==> src/logic/umode_pkg.sv <==
// ------------------
// Shared types and constants of the user-mode checker
//   privilege, instruction class, cause and rule enums
//   mstatus and mcounteren field positions
//   system instruction encodings
// ------------------

package umode_pkg;

  // Privilege levels as seen on the retirement trace
  typedef enum logic [1:0] {
    PRIV_U = 2'd0,
    PRIV_S = 2'd1,
    PRIV_R = 2'd2,
    PRIV_M = 2'd3
  } priv_mode_e;

  // Opcode classes that the rules care about
  typedef enum logic [2:0] {
    CLS_NONE   = 3'd0,
    CLS_MRET   = 3'd1,
    CLS_WFI    = 3'd2,
    CLS_URET   = 3'd3,
    CLS_CUSTOM = 3'd4,
    CLS_ECALL  = 3'd5,
    CLS_CSR    = 3'd6
  } insn_class_e;

  // Exception causes referenced by the rules
  typedef enum logic [5:0] {
    EXC_INSTR_FAULT     = 6'd1,
    EXC_ILLEGAL_INSN    = 6'd2,
    EXC_ECALL_UMODE     = 6'd8,
    EXC_INSTR_BUS_FAULT = 6'd24
  } exc_cause_e;

  // Rule index, also the bit position in the violation vectors
  typedef enum logic [3:0] {
    R0_MODE, R1_FIRST, R2_MPP, R3_EXT, R4_TRAP,
    R5_INTR, R6_ILLEGAL, R7_ECALL, R8_DEBUG, R9_MRET
  } rule_e;

  localparam int NUM_RULES = 10;

  // mstatus fields
  localparam int MPP_POS = 11;
  localparam int SPP_POS = 8;
  localparam int TW_POS  = 21;
  localparam int XS_POS  = 15;
  localparam int FS_POS  = 13;
  localparam int SD_POS  = 31;
  // mcounteren cycle enable
  localparam int CY_POS  = 0;

  // Exact system encodings
  localparam logic [31:0] MRET_INSN  = 32'h3020_0073;
  localparam logic [31:0] WFI_INSN   = 32'h1050_0073;
  localparam logic [31:0] URET_INSN  = 32'h0020_0073;
  localparam logic [31:0] ECALL_INSN = 32'h0000_0073;

  // Custom system space, funct6 plus funct3 plus opcode compared
  localparam logic [31:0] CUSTOM0_INSN = 32'h8C00_0073;
  localparam logic [31:0] CUSTOM1_INSN = 32'hCC00_0073;
  localparam logic [31:0] CUSTOM_MASK  = 32'hFC00_707F;

  localparam logic [6:0]  SYSTEM_OPCODE  = 7'b111_0011;
  localparam logic [11:0] CSR_CYCLE_ADDR = 12'hC00;

endpackage

==> src/logic/retire_if.sv <==
// ------------------
// One decoded retirement
//   decode side drives, check side reads
// ------------------

`timescale 1ns/1ps

interface retire_if import umode_pkg::*; ();

  logic        valid;
  priv_mode_e  mode;
  insn_class_e insn_class;
  // Privilege bits [29:28] of the CSR address
  logic [1:0]  csr_priv;
  logic        csr_is_cycle;
  logic        exception;
  logic [5:0]  cause;
  logic        interrupt;
  logic        dbg_mode;
  logic [31:0] mstatus;
  // mcounteren.CY as read at retirement
  logic        cy_enable;

  modport decode (
    output valid, mode, insn_class, csr_priv, csr_is_cycle,
    output exception, cause, interrupt, dbg_mode, mstatus, cy_enable
  );

  modport check (
    input valid, mode, insn_class, csr_priv, csr_is_cycle,
    input exception, cause, interrupt, dbg_mode, mstatus, cy_enable
  );

endinterface

==> src/logic/insn_decode.sv <==
// ------------------
// Retirement decoder
//   revoked-fetch detection
//   instruction class match
//   CSR address fields
// ------------------

`timescale 1ns/1ps

module insn_decode import umode_pkg::*; (
  input  logic        rvfi_valid,
  input  logic [1:0]  rvfi_mode,
  input  logic [31:0] rvfi_insn,
  input  logic        trap_exception,
  input  logic [5:0]  trap_cause,
  input  logic        intr_interrupt,
  input  logic        dbg_mode,
  input  logic [31:0] mstatus,
  input  logic [31:0] mcounteren,
  retire_if.decode    ret
);

  logic       revoked;
  logic       is_system;
  logic       is_csr;
  logic [2:0] funct3;

  // Fetch faulted, so the word never really executed
  assign revoked = trap_exception &&
                   ((trap_cause == EXC_INSTR_FAULT) || (trap_cause == EXC_INSTR_BUS_FAULT));

  assign funct3    = rvfi_insn[14:12];
  assign is_system = (rvfi_insn[6:0] == SYSTEM_OPCODE);
  // funct3 of 0 is priv ops, 4 is reserved
  assign is_csr    = is_system && (funct3 != 3'd0) && (funct3 != 3'd4);

  // Class match, revoked words stay in class none
  always_comb begin
    ret.insn_class = CLS_NONE;
    if (!revoked) begin
      if (rvfi_insn == MRET_INSN) begin
        ret.insn_class = CLS_MRET;
      end else if (rvfi_insn == WFI_INSN) begin
        ret.insn_class = CLS_WFI;
      end else if (rvfi_insn == URET_INSN) begin
        ret.insn_class = CLS_URET;
      end else if (rvfi_insn == ECALL_INSN) begin
        ret.insn_class = CLS_ECALL;
      end else if (((rvfi_insn & CUSTOM_MASK) == CUSTOM0_INSN) ||
                   ((rvfi_insn & CUSTOM_MASK) == CUSTOM1_INSN)) begin
        ret.insn_class = CLS_CUSTOM;
      end else if (is_csr) begin
        ret.insn_class = CLS_CSR;
      end
    end
  end

  // CSR address sits in [31:20]
  assign ret.csr_priv     = rvfi_insn[29:28];
  assign ret.csr_is_cycle = (rvfi_insn[31:20] == CSR_CYCLE_ADDR);

  // Pass-through of the remaining trace fields
  assign ret.valid     = rvfi_valid;
  assign ret.mode      = priv_mode_e'(rvfi_mode);
  assign ret.exception = trap_exception;
  assign ret.cause     = trap_cause;
  assign ret.interrupt = intr_interrupt;
  assign ret.dbg_mode  = dbg_mode;
  assign ret.mstatus   = mstatus;
  assign ret.cy_enable = mcounteren[CY_POS];

endmodule

==> src/logic/rule_check.sv <==
// ------------------
// Rule evaluation
//   single-retirement rules
//   first, trap and mret history
//   registered violation vector
// ------------------

`timescale 1ns/1ps

module rule_check import umode_pkg::*; (
  input  logic                 clk_i,
  input  logic                 rst_ni,
  retire_if.check              ret,
  output logic                 viol_valid,
  output logic [NUM_RULES-1:0] viol_vec
);

  logic                 is_user;
  logic                 not_mach;
  logic                 trap_illegal;
  logic                 must_illegal;
  logic                 tw;
  priv_mode_e           mpp;
  logic [NUM_RULES-1:0] vec;

  // History across retirements
  logic       first_q;
  logic       prev_trap_q;
  logic       mret_pend_q;
  priv_mode_e mret_mpp_q;

  assign is_user      = (ret.mode == PRIV_U);
  assign not_mach     = (ret.mode != PRIV_M);
  assign trap_illegal = ret.exception && (ret.cause == EXC_ILLEGAL_INSN);
  assign tw           = ret.mstatus[TW_POS];
  assign mpp          = priv_mode_e'(ret.mstatus[MPP_POS +: 2]);

  // Cases that have to end in an illegal-instruction trap
  always_comb begin
    case (ret.insn_class)
      CLS_URET, CLS_CUSTOM: must_illegal = 1'b1;
      CLS_MRET:             must_illegal = is_user;
      CLS_WFI:              must_illegal = is_user && tw;
      CLS_CSR: begin
        // Higher CSR, or cycle counter not granted to U
        must_illegal = is_user &&
                       ((ret.csr_priv != PRIV_U) || (ret.csr_is_cycle && !ret.cy_enable));
      end
      default:              must_illegal = 1'b0;
    endcase
  end

  always_comb begin
    vec = '0;
    if (ret.valid) begin
      vec[R0_MODE]    = (ret.mode == PRIV_S) || (ret.mode == PRIV_R);
      vec[R1_FIRST]   = first_q && not_mach;
      vec[R2_MPP]     = (mpp != PRIV_U) && (mpp != PRIV_M);
      vec[R3_EXT]     = ret.mstatus[SPP_POS] || (|ret.mstatus[XS_POS +: 2]) ||
                        (|ret.mstatus[FS_POS +: 2]) || ret.mstatus[SD_POS];
      vec[R4_TRAP]    = prev_trap_q && not_mach;
      vec[R5_INTR]    = ret.interrupt && not_mach;
      // Missing illegal trap, or a wfi with TW clear that trapped anyway
      vec[R6_ILLEGAL] = (must_illegal && !trap_illegal) ||
                        ((ret.insn_class == CLS_WFI) && is_user && !tw && trap_illegal);
      vec[R7_ECALL]   = (ret.insn_class == CLS_ECALL) && is_user &&
                        !(ret.exception && (ret.cause == EXC_ECALL_UMODE));
      vec[R8_DEBUG]   = ret.dbg_mode && not_mach;
      // Interrupt entry and debug entry may override the return mode
      vec[R9_MRET]    = mret_pend_q && !ret.interrupt && !ret.dbg_mode &&
                        (ret.mode != mret_mpp_q);
    end
  end

  // History advances only on a real retirement
  always_ff @(posedge clk_i) begin
    if (!rst_ni) begin
      first_q     <= 1'b1;
      prev_trap_q <= 1'b0;
      mret_pend_q <= 1'b0;
    end else if (ret.valid) begin
      first_q     <= 1'b0;
      prev_trap_q <= ret.exception;
      mret_pend_q <= (ret.insn_class == CLS_MRET) && (ret.mode == PRIV_M) && !ret.dbg_mode;
    end
  end

  // Saved MPP, only meaningful while mret_pend_q is set
  always_ff @(posedge clk_i) begin
    if (ret.valid) begin
      mret_mpp_q <= mpp;
    end
  end

  // Output stage, one cycle after the retirement
  always_ff @(posedge clk_i) begin
    if (!rst_ni) begin
      viol_valid <= 1'b0;
      viol_vec   <= '0;
    end else begin
      viol_valid <= ret.valid;
      viol_vec   <= vec;
    end
  end

endmodule

==> src/logic/violation_log.sv <==
// ------------------
// Violation log
//   sticky rule mask
//   saturating error counter
//   first violation record
// ------------------

`timescale 1ns/1ps

module violation_log import umode_pkg::*; #(
  parameter int CNT_W = 16
) (
  input  logic                 clk_i,
  input  logic                 rst_ni,
  input  logic                 viol_valid,
  input  logic [NUM_RULES-1:0] viol_vec,
  output logic [CNT_W-1:0]     err_count,
  output logic [NUM_RULES-1:0] sticky_mask,
  output rule_e                first_rule,
  output logic                 first_valid
);

  logic  any_viol;
  rule_e lowest;

  assign any_viol = viol_valid && (|viol_vec);

  // Priority pick, scanning down so the lowest set bit wins
  always_comb begin
    lowest = R0_MODE;
    for (int i = NUM_RULES - 1; i >= 0; i--) begin
      if (viol_vec[i]) begin
        lowest = rule_e'(i[3:0]);
      end
    end
  end

  always_ff @(posedge clk_i) begin
    if (!rst_ni) begin
      err_count   <= '0;
      sticky_mask <= '0;
      first_rule  <= R0_MODE;
      first_valid <= 1'b0;
    end else if (viol_valid) begin
      sticky_mask <= sticky_mask | viol_vec;
      // Counter holds at all ones
      if (any_viol && (err_count != {CNT_W{1'b1}})) begin
        err_count <= err_count + 1'b1;
      end
      // Kept until the next reset
      if (any_viol && !first_valid) begin
        first_rule  <= lowest;
        first_valid <= 1'b1;
      end
    end
  end

endmodule

==> src/logic/umode_checker_top.sv <==
// ------------------
// User-mode privilege checker top
//   decoder, rule checker and log
// ------------------

`timescale 1ns/1ps

module umode_checker_top import umode_pkg::*; #(
  parameter int CNT_W = 16
) (
  input  logic                 clk_i,
  input  logic                 rst_ni,
  // Retirement trace
  input  logic                 rvfi_valid,
  input  logic [1:0]           rvfi_mode,
  input  logic [31:0]          rvfi_insn,
  input  logic                 trap_exception,
  input  logic [5:0]           trap_cause,
  input  logic                 intr_interrupt,
  input  logic                 dbg_mode,
  // CSR read values at retirement
  input  logic [31:0]          mstatus,
  input  logic [31:0]          mcounteren,
  // Results
  output logic                 viol_valid,
  output logic [NUM_RULES-1:0] viol_vec,
  output logic [CNT_W-1:0]     err_count,
  output logic [NUM_RULES-1:0] sticky_mask,
  output rule_e                first_rule,
  output logic                 first_valid
);

  retire_if ret ();

  insn_decode u_decode (
    .rvfi_valid     (rvfi_valid),
    .rvfi_mode      (rvfi_mode),
    .rvfi_insn      (rvfi_insn),
    .trap_exception (trap_exception),
    .trap_cause     (trap_cause),
    .intr_interrupt (intr_interrupt),
    .dbg_mode       (dbg_mode),
    .mstatus        (mstatus),
    .mcounteren     (mcounteren),
    .ret            (ret.decode)
  );

  rule_check u_check (
    .clk_i      (clk_i),
    .rst_ni     (rst_ni),
    .ret        (ret.check),
    .viol_valid (viol_valid),
    .viol_vec   (viol_vec)
  );

  violation_log #(
    .CNT_W (CNT_W)
  ) u_log (
    .clk_i       (clk_i),
    .rst_ni      (rst_ni),
    .viol_valid  (viol_valid),
    .viol_vec    (viol_vec),
    .err_count   (err_count),
    .sticky_mask (sticky_mask),
    .first_rule  (first_rule),
    .first_valid (first_valid)
  );

endmodule

==> config.mk <==
export PLATFORM = sky130hd
export DESIGN_NAME = umode_checker_top
export DESIGN_NICKNAME = d
export VERILOG_FILES = /design/src/logic/umode_pkg.sv /design/src/logic/retire_if.sv /design/src/logic/insn_decode.sv /design/src/logic/rule_check.sv /design/src/logic/violation_log.sv /design/src/logic/umode_checker_top.sv
export SDC_FILE = /design/constraint.sdc
export NUM_CORES = 1
export LEC_CHECK = 0
export ABC_AREA = 1
export BUFFER_PORTS_ARGS = -buffer_cell sky130_fd_sc_hd__buf_2
export CAP_MARGIN = 5
export CORE_MARGIN = 5
export CORE_UTILIZATION = 45
export CTS_CLUSTER_SIZE = 30
export DETAILED_ROUTE_END_ITERATION = 7
export HOLD_SLACK_MARGIN = 0.1
export PLACE_DENSITY_LB_ADDON = 0.05
export SETUP_SLACK_MARGIN = 0.1
export SLEW_MARGIN = 20
export SYNTH_ARGS = -nofsm -noshare
export SYNTH_HDL_FRONTEND = slang
export SYNTH_HIERARCHICAL = 1
export SYNTH_SLANG_ARGS = --single-unit
==> constraint.sdc <==
create_clock -name clk_i -period 2.05 [get_ports clk_i]
set_input_delay 0.1025 -clock clk_i [delete_from_list [all_inputs] [get_ports clk_i]]
set_output_delay 0.1025 -clock clk_i [all_outputs]
set_load 0.02 [all_outputs]
**After elaboration in Yosys (flattened, before gate mapping)**

Index checks and enable logic that the tools add are counted.

- Register bits: 47
- Input bits: 110

- Add/sub/neg operators: 1
- Equal/unequal tests: 26
- Muxes and demuxes: 18
- Bitwise gates (word level): 1
- Reduce and logical (&&, ||, !) cells: 53

Operators with widths:

| cell | count |
|---|---|
| two-way mux 4 bit | 10 |
| equality test 16 bit, second input constant | 2 |
| equality test 32 x 22 -> 1 bit, second input constant | 1 |
| equality test 32 x 29 -> 1 bit, second input constant | 1 |
| equality test 32 x 30 -> 1 bit, second input constant | 1 |
| equality test 32 x 7 -> 1 bit, second input constant | 1 |
| logical AND 1 bit | 27 |
| two-way mux 3 bit | 7 |
| adder 16 x 1 -> 16 bit, second input constant | 1 |
| != test 16 bit, second input constant | 1 |
| equality test 12 bit, second input constant | 1 |
| OR 10 bit | 1 |
| OR reduction 10 bit | 1 |
| equality test 3 bit, second input constant | 3 |
| logical OR 1 bit | 8 |
| equality test 7 bit, second input constant | 1 |
| logical NOT 1 bit | 7 |
| equality test 3 x 2 -> 1 bit, second input constant | 2 |
| equality test 6 x 1 -> 1 bit, second input constant | 1 |
| equality test 6 x 2 -> 1 bit, second input constant | 1 |
| equality test 6 x 4 -> 1 bit, second input constant | 1 |
| equality test 6 x 5 -> 1 bit, second input constant | 1 |
| AND reduction 2 bit | 3 |
| OR reduction 2 bit | 3 |
| 10 further kinds | 13 |

**Longest topological paths before layout**

Gate-level depths: netlist of run 1.

- Depth after elaboration: 15
- Gate-level depth with buffers: 15

**By module**

The synthesis of run 1 kept the hierarchy.

By module, submodules not included:

| module | times used | cells an instance | area each (um^2) | sequential area each (um^2) |
|---|---|---|---|---|
| violation_log | 1 | 235 | 1642.8 | 620.6 |
| insn_decode | 1 | 147 | 793.3 | 0.0 |
| rule_check | 1 | 82 | 658.1 | 340.3 |

**Least setup slack after synthesis of run 1**

Ideal clock, no wire load.

- Path kind: register to register
- From: register u_log.err_count[0]
- To: register u_log.err_count[6]
- Library setup time: 0.143 ns
- Data arrival time: 1.635 ns
- Slack: 0.272 ns
- Cell stages (with the launch flop): 12
- Path buffers: 1
- Period minus slack after synthesis: 1.778 ns
- Cell sequence: dfxtp_1 ha_1 inv_1 nor2_4 inv_2 nor2_4 nand2_2 nand3_4 inv_4 buf_6 nand2_1 a21oi_2

- Cells in the longest elaborated chain, start to end: 3

Ends and longest elaborated chain:

| item | line | RTL |
|---|---|---|
| start: declaration | violation_log.sv:17 | `output logic [CNT_W-1:0] err_count,` |
| start signal: assignment | violation_log.sv:48 | `err_count <= err_count + 1'b1;` |
| parallel branches: the longest is 3 deep, another holds adder 16 x 1 -> 16 bit | n/a |  |

Several ways; the timed one is not identified.
A chain may end at the register's enable or synchronous reset.

**Final worst setup path of run 1**

- From: input port mstatus[15]
- To: register u_check.viol_vec[3]

- Cells in the longest elaborated chain, start to end: 4

Ends and longest elaborated chain:

| item | line | RTL |
|---|---|---|
| start: declaration | umode_checker_top.sv:22 | `input logic [31:0] mstatus,` |
| OR reduction 2 bit | rule_check.sv:59 | `vec[R3_EXT] = ret.mstatus[SPP_POS] \|\| (\|ret.mstatus[XS_POS +: 2]) \|\|` |
| logical OR 1 bit (2 in series) | rule_check.sv:59 |  |
| logical OR 1 bit | rule_check.sv:60 | `(\|ret.mstatus[FS_POS +: 2]) \|\| ret.mstatus[SD_POS];` |
| end signal: assignment | rule_check.sv:102 | `viol_vec <= vec;` |
| end: declaration | rule_check.sv:15 | `output logic [NUM_RULES-1:0] viol_vec` |

No other way between the ends.

==> results of run 1 <==
per-stage QoR:
step / cells / hold WS [ns] / cell area (µm²)
after floorplan: 441 / 0.1787 / 2922
after global placement: 594 / 0.3051 / 3356
after detailed placement: 594 / 0.3122 / 3356
after CTS: 613 / 0.1170 / 3577
after global routing: 613 / 0.1691 / 3577
final: 613 / 0.1307 / 3577
final timing paths:
check	slack, ns	endpoint	cells past startpoint
setup / recovery	0.19	u_check/viol_vec[3]	8
hold / removal	0.13	u_check/viol_vec[9]	3
setup reg to reg	0.45	u_log/err_count[8]	10
hold reg to reg	0.44	u_check/viol_vec[1]	2
critical path: stages:
cell and delay (ns):
dlygate4sd3_1 0.54, buf_2 0.12, nor2_1 0.07, dlygate4sd3_1 0.55, nand2_1 0.05, dlygate4sd3_1 0.56, nand2_1 0.06, inv_1 0.03
area by class of cell:
type	count	area [µm²]
Fill cell	666	2773
Tap cell	77	96.34
Inverter	66	250.2
Sequential cell	47	960.9
Clock buffer	5	68.82
Multi-Input combinational cell	298	1483
Clock inverter	3	42.54
Timing Repair Buffer	117	675.6
registers in the layout, summed over array words and instances, names as in the netlist:
name and flops:
u_log/first_rule 4, u_check/first_q 1, u_check/viol_vec 10, u_check/prev_trap_q 1, u_log/sticky_mask 10, u_check/viol_valid 1
u_check/mret_pend_q 1, u_check/mret_mpp_q 2, u_log/err_count 16, u_log/first_valid 1
power groups by stage:
stage	Combinational, µW	Sequential (µW)	Clock, µW
finish	284	960	689
global route	322	964	751
floorplan	166	1000	0
detailed placement	271	982	0
global placement	267	981	0
CTS	286	960	711
layer usage:
metal | vias to the layer above | routed length (µm)
met5 | - | 0
li1 | 1536 | -
met2 | 70 | 3363
met3 | 6 | 395
met4 | 0 | 76
met1 | 1249 | 3113
==> impl_metrics.json, run 1 <==
{
  "status": "complete, no violations",
  "p_switching_uw": 505.5,
  "power_leakage_uw": 0.001750,
  "antennaDiodeCount": 0,
  "gr-usage-met3_pct": 3.667,
  "cp_max_fo": 1,
  "fp.dieW_um": 90.58,
  "pwr-share-clk_pct": 35.6,
  "grtUsageMet1_pct": 22.01,
  "finalCritPeriodShare_pct": 90.93,
  "slew_violations": 0,
  "vias": 2861,
  "grt_antenna_before_repair": 0,
  "drt_iter0_markers": 135,
  "drv_cap": 0,
  "power.share.combinational_pct": 14.7,
  "cts_resized": 0,
  "ant_nets": 0,
  "syn_to_final_growth_pct": 22.44,
  "max_slew_margin_pct": 71.91,
  "syn-num-nets": 554,
  "grt_pass1_vias": 2745,
  "ctsHoldBuffers": 11,
  "fmax_mhz": 536.5,
  "worst_pin_slew_ns": 0.4214,
  "startpoint": "mstatus[15]",
  "seqPwrFrac_pct": 49.7,
  "finClkSkew_ns": 0.008442,
  "peakVddDrop_uv": 479.9,
  "placementRows": 29,
  "postCtsSetupBuffers": 0,
  "first_pass_iters": 4,
  "final-setup-viol-count": 0,
  "power.internal_uw": 1427,
  "numPortBuffers": 97,
  "yosysWarnings": 6,
  "wl_per_cell_um": 11.33,
  "numCtsBuffers": 5,
  "drt_wl_total_mm": 6.948,
  "fin_tns_setup_ns": 0,
  "drc": 0,
  "grt_use_met2_pct": 30.15,
  "nNetsFinal": 648,
  "path_clk_slew_ns": 0.09,
  "rsz0062_at_grt": "false",
  "drive_gt1_share_pct": 28.92,
  "start_kind": "input port",
  "place_ws_ns": 0.4208,
  "start_util_pct": 46.01,
  "clockBufferDepth": 2,
  "htree_levels": 2,
  "grt.total_usage_pct": 17.48,
  "cp.required_ns": 2.26,
  "cp-end-kind": "flip-flop",
  "power_uw": 1932,
  "grt_max_degree": 27,
  "cts-root-buf": "clkbuf_8",
  "die-area_um2": 8204,
  "busiest_layer": "met2",
  "synthCells": 441,
  "r2r-start": "u_log/err_count[0]",
  "finalHoldViolCount": 0,
  "cts.sinks": 47,
  "place.gp.congestion": 0.8428,
  "worst_slack_ns": 0.1859,
  "dp_hpwl_mm": 5.443,
  "hp-class": "input port to flip-flop",
  "power.density_nw_per_um2": 540.1,
  "viasPerCell": 4.667,
  "grt_pass1_wl_mm": 12.20,
  "cts_tree": "built",
  "die_h_um": 90.58,
  "io_pins": 152,
  "crit_type": "input port to flip-flop",
  "core_um2": 6350,
  "final_common_cell": "buf_2",
  "syn_area_per_cell_um2": 6.625,
  "hold_start": "rvfi_mode[1]",
  "final_util_pct": 56.34,
  "netlist_area_um2": 2922,
  "grt_overflow_total": 0,
  "clock_latency_ns": 0.30,
  "swShare_pct": 26.17,
  "min_period_ns": 1.864,
  "layout_common_cells": "97 x buf_2, 96 x nand2_1, 67 x nor2_1",
  "worstPathArrival_ns": 2.08
}
Power figures use the tool's default switching activity.
==> run 2, diff against run 1 <==
--- a/config.mk
+++ b/config.mk
@@ -7,13 +7,14 @@
 export LEC_CHECK = 0
 export ABC_AREA = 1
 export BUFFER_PORTS_ARGS = -buffer_cell sky130_fd_sc_hd__buf_2
-export CAP_MARGIN = 5
+export CAP_MARGIN = 30
 export CORE_MARGIN = 5
 export CORE_UTILIZATION = 45
 export CTS_CLUSTER_SIZE = 30
 export DETAILED_ROUTE_END_ITERATION = 7
 export HOLD_SLACK_MARGIN = 0.1
 export PLACE_DENSITY_LB_ADDON = 0.05
+export RECOVER_POWER = 50
 export SETUP_SLACK_MARGIN = 0.1
 export SLEW_MARGIN = 20
 export SYNTH_ARGS = -nofsm -noshare
==> impl_metrics.json, run 2 (synthesis gave the netlist of run 1 again) <==
{
  "dp_hpwl_mm": 5.443,
  "hp-class": "input port to flip-flop",
  "drt_iter0_markers": 140,
  "die-area_um2": 8204,
  "grt_max_degree": 27,
  "ant_nets": 0,
  "io_pins": 152,
  "wl_per_cell_um": 11.43,
  "start_kind": "input port",
  "cts.sinks": 47,
  "grt_overflow_total": 0,
  "power.density_nw_per_um2": 546.3,
  "slew_violations": 0,
  "cts-root-buf": "clkbuf_8",
  "cpMostUsedCell": "dlygate4sd3_1",
  "slowest_stage": "dlygate4sd3_1",
  "cp_cell_sequence": "dlygate4sd3_1 -> buf_2 -> nor2_1 -> dlygate4sd3_1 -> nand2_1 -> dlygate4sd3_1 -> nand2_1 -> inv_1",
  "fin_tns_setup_ns": 0,
  "syn_to_final_growth_pct": 20.77,
  "vias": 2853,
  "cts_tree": "built",
  "start_util_pct": 46.01,
  "critPathBufInv": 5,
  "numCtsBuffers": 5,
  "cp.required_ns": 2.26,
  "final-setup-viol-count": 0,
  "grt_pass1_vias": 2745,
  "antennaDiodeCount": 0,
  "htree_levels": 2,
  "grt_pass1_wl_mm": 12.20,
  "worstPathArrival_ns": 2.08,
  "postCtsSetupBuffers": 0,
  "finalHoldViolCount": 0,
  "die_h_um": 90.58,
  "drv_cap": 0,
  "cp-end-kind": "flip-flop",
  "ctsHoldBuffers": 11,
  "core_um2": 6350,
  "finClkSkew_ns": 0.008660,
  "cpPeakStageDelay_ns": 0.56,
  "worst_pin_slew_ns": 0.4215,
  "final_cells": 613,
  "power_leakage_uw": 0.001590,
  "clock_latency_ns": 0.30,
  "numPortBuffers": 97,
  "max_slew_margin_pct": 71.90,
  "crit_type": "input port to flip-flop",
  "largestRegisters": "u_log/err_count (16), u_check/viol_vec (10), u_log/sticky_mask (10)",
  "viasPerCell": 4.654,
  "finalCritPeriodShare_pct": 91.11,
  "rsz0062_at_grt": "false",
  "layout_common_cells": "96 x nand2_1, 67 x nor2_1, 63 x inv_1",
  "cts_resized": 0,
  "grt_antenna_before_repair": 0,
  "drt_wl_total_mm": 7.007,
  "final_common_cell": "nand2_1",
  "fp.dieW_um": 90.58,
  "drive_gt1_share_pct": 21.46,
  "status": "complete, no violations",
  "fmax_mhz": 535.4,
  "cp_max_fo": 1,
  "peakVddDrop_uv": 480.0,
  "clockBufferDepth": 2,
  "nNetsFinal": 648,
  "grt.total_usage_pct": 17.48,
  "placementRows": 29,
  "place.gp.congestion": 0.8428,
  "first_pass_iters": 4,
  "largest_reg_flops": 16,
  "crit_family": "buffers and inverters",
  "min_period_ns": 1.868,
  "top_register": "u_log/err_count",
  "n_fill_cell": 683,
  "dpl.cell_count": 594,
  "path_clk_slew_ns": 0.09,
  "drc": 0
}
run 2: layout make-up:
type	instances	area, µm²	share of cell area (%)
Multi-Input combinational cell	298	1483	42.02
Clock inverter	3	42.54	1.206
Tap cell	77	96.34	2.730
Sequential cell	47	960.9	27.23
Clock buffer	5	68.82	1.950
Timing Repair Buffer	117	626.9	17.77
Inverter	66	250.2	7.092
run 2: layer usage:
layer | vias to the layer above | wire (µm) | share of wire [%] | track usage, %
met5 | - | 0 | 0 | 0
met4 | 0 | 74 | 1.1 | 4.467
met3 | 6 | 383 | 5.5 | 3.667
met2 | 68 | 3355 | 48 | 30.15
met1 | 1245 | 3193 | 46 | 22.01
li1 | 1534 | - | - | -
run 2: power by group:
group / switching [µW] / internal (µW) / leakage [µW]
sequential: 17.0 / 943 / 0.000385
combinational: 165 / 114 / 0.00115
clock: 325 / 364 / 0.0000562
run 2: final timing paths:
check | from | endpoint | slack, ns | cells after the start
worst max-delay path | mstatus[15] | u_check/viol_vec[3] | 0.18 | 8
worst min-delay path | rvfi_mode[1] | u_check/viol_vec[9] | 0.13 | 3
worst max register to register | u_log/err_count[0] | u_log/err_count[3] | 0.45 | 11
worst min register to register | u_check/first_q | u_check/viol_vec[1] | 0.44 | 2
run 2: worst register-to-register path: cells and delay by family, from the launching register on:
family / cells / cell delay, ns
DFF: 1 / 0.35
adders and majority gates: 1 / 0.17
buffers and inverters: 3 / 0.27
and+or+nand+nor: 7 / 0.76
run 2: metrics by stage:
| step | worst slack, ns | hold WS [ns] | cell area (µm²) | power, µW | utilization (%) |
|---|---|---|---|---|---|
| 6_report | 0.1822 | 0.1298 | 3528 | 1928 | 55.57 |
| 5_1_grt | 0.1271 | 0.1694 | 3528 | 2032 | 55.57 |
| 4_1_cts | 0.2243 | 0.1170 | 3577 | 1956 | 56.34 |
| 3_5_place_dp | 0.4208 | 0.3122 | 3356 | 1253 | 52.85 |
| 3_3_place_gp | 0.4563 | 0.3051 | 3356 | 1248 | 52.85 |
| 2_1_floorplan | 0.2719 | 0.1787 | 2922 | 1168 | - |
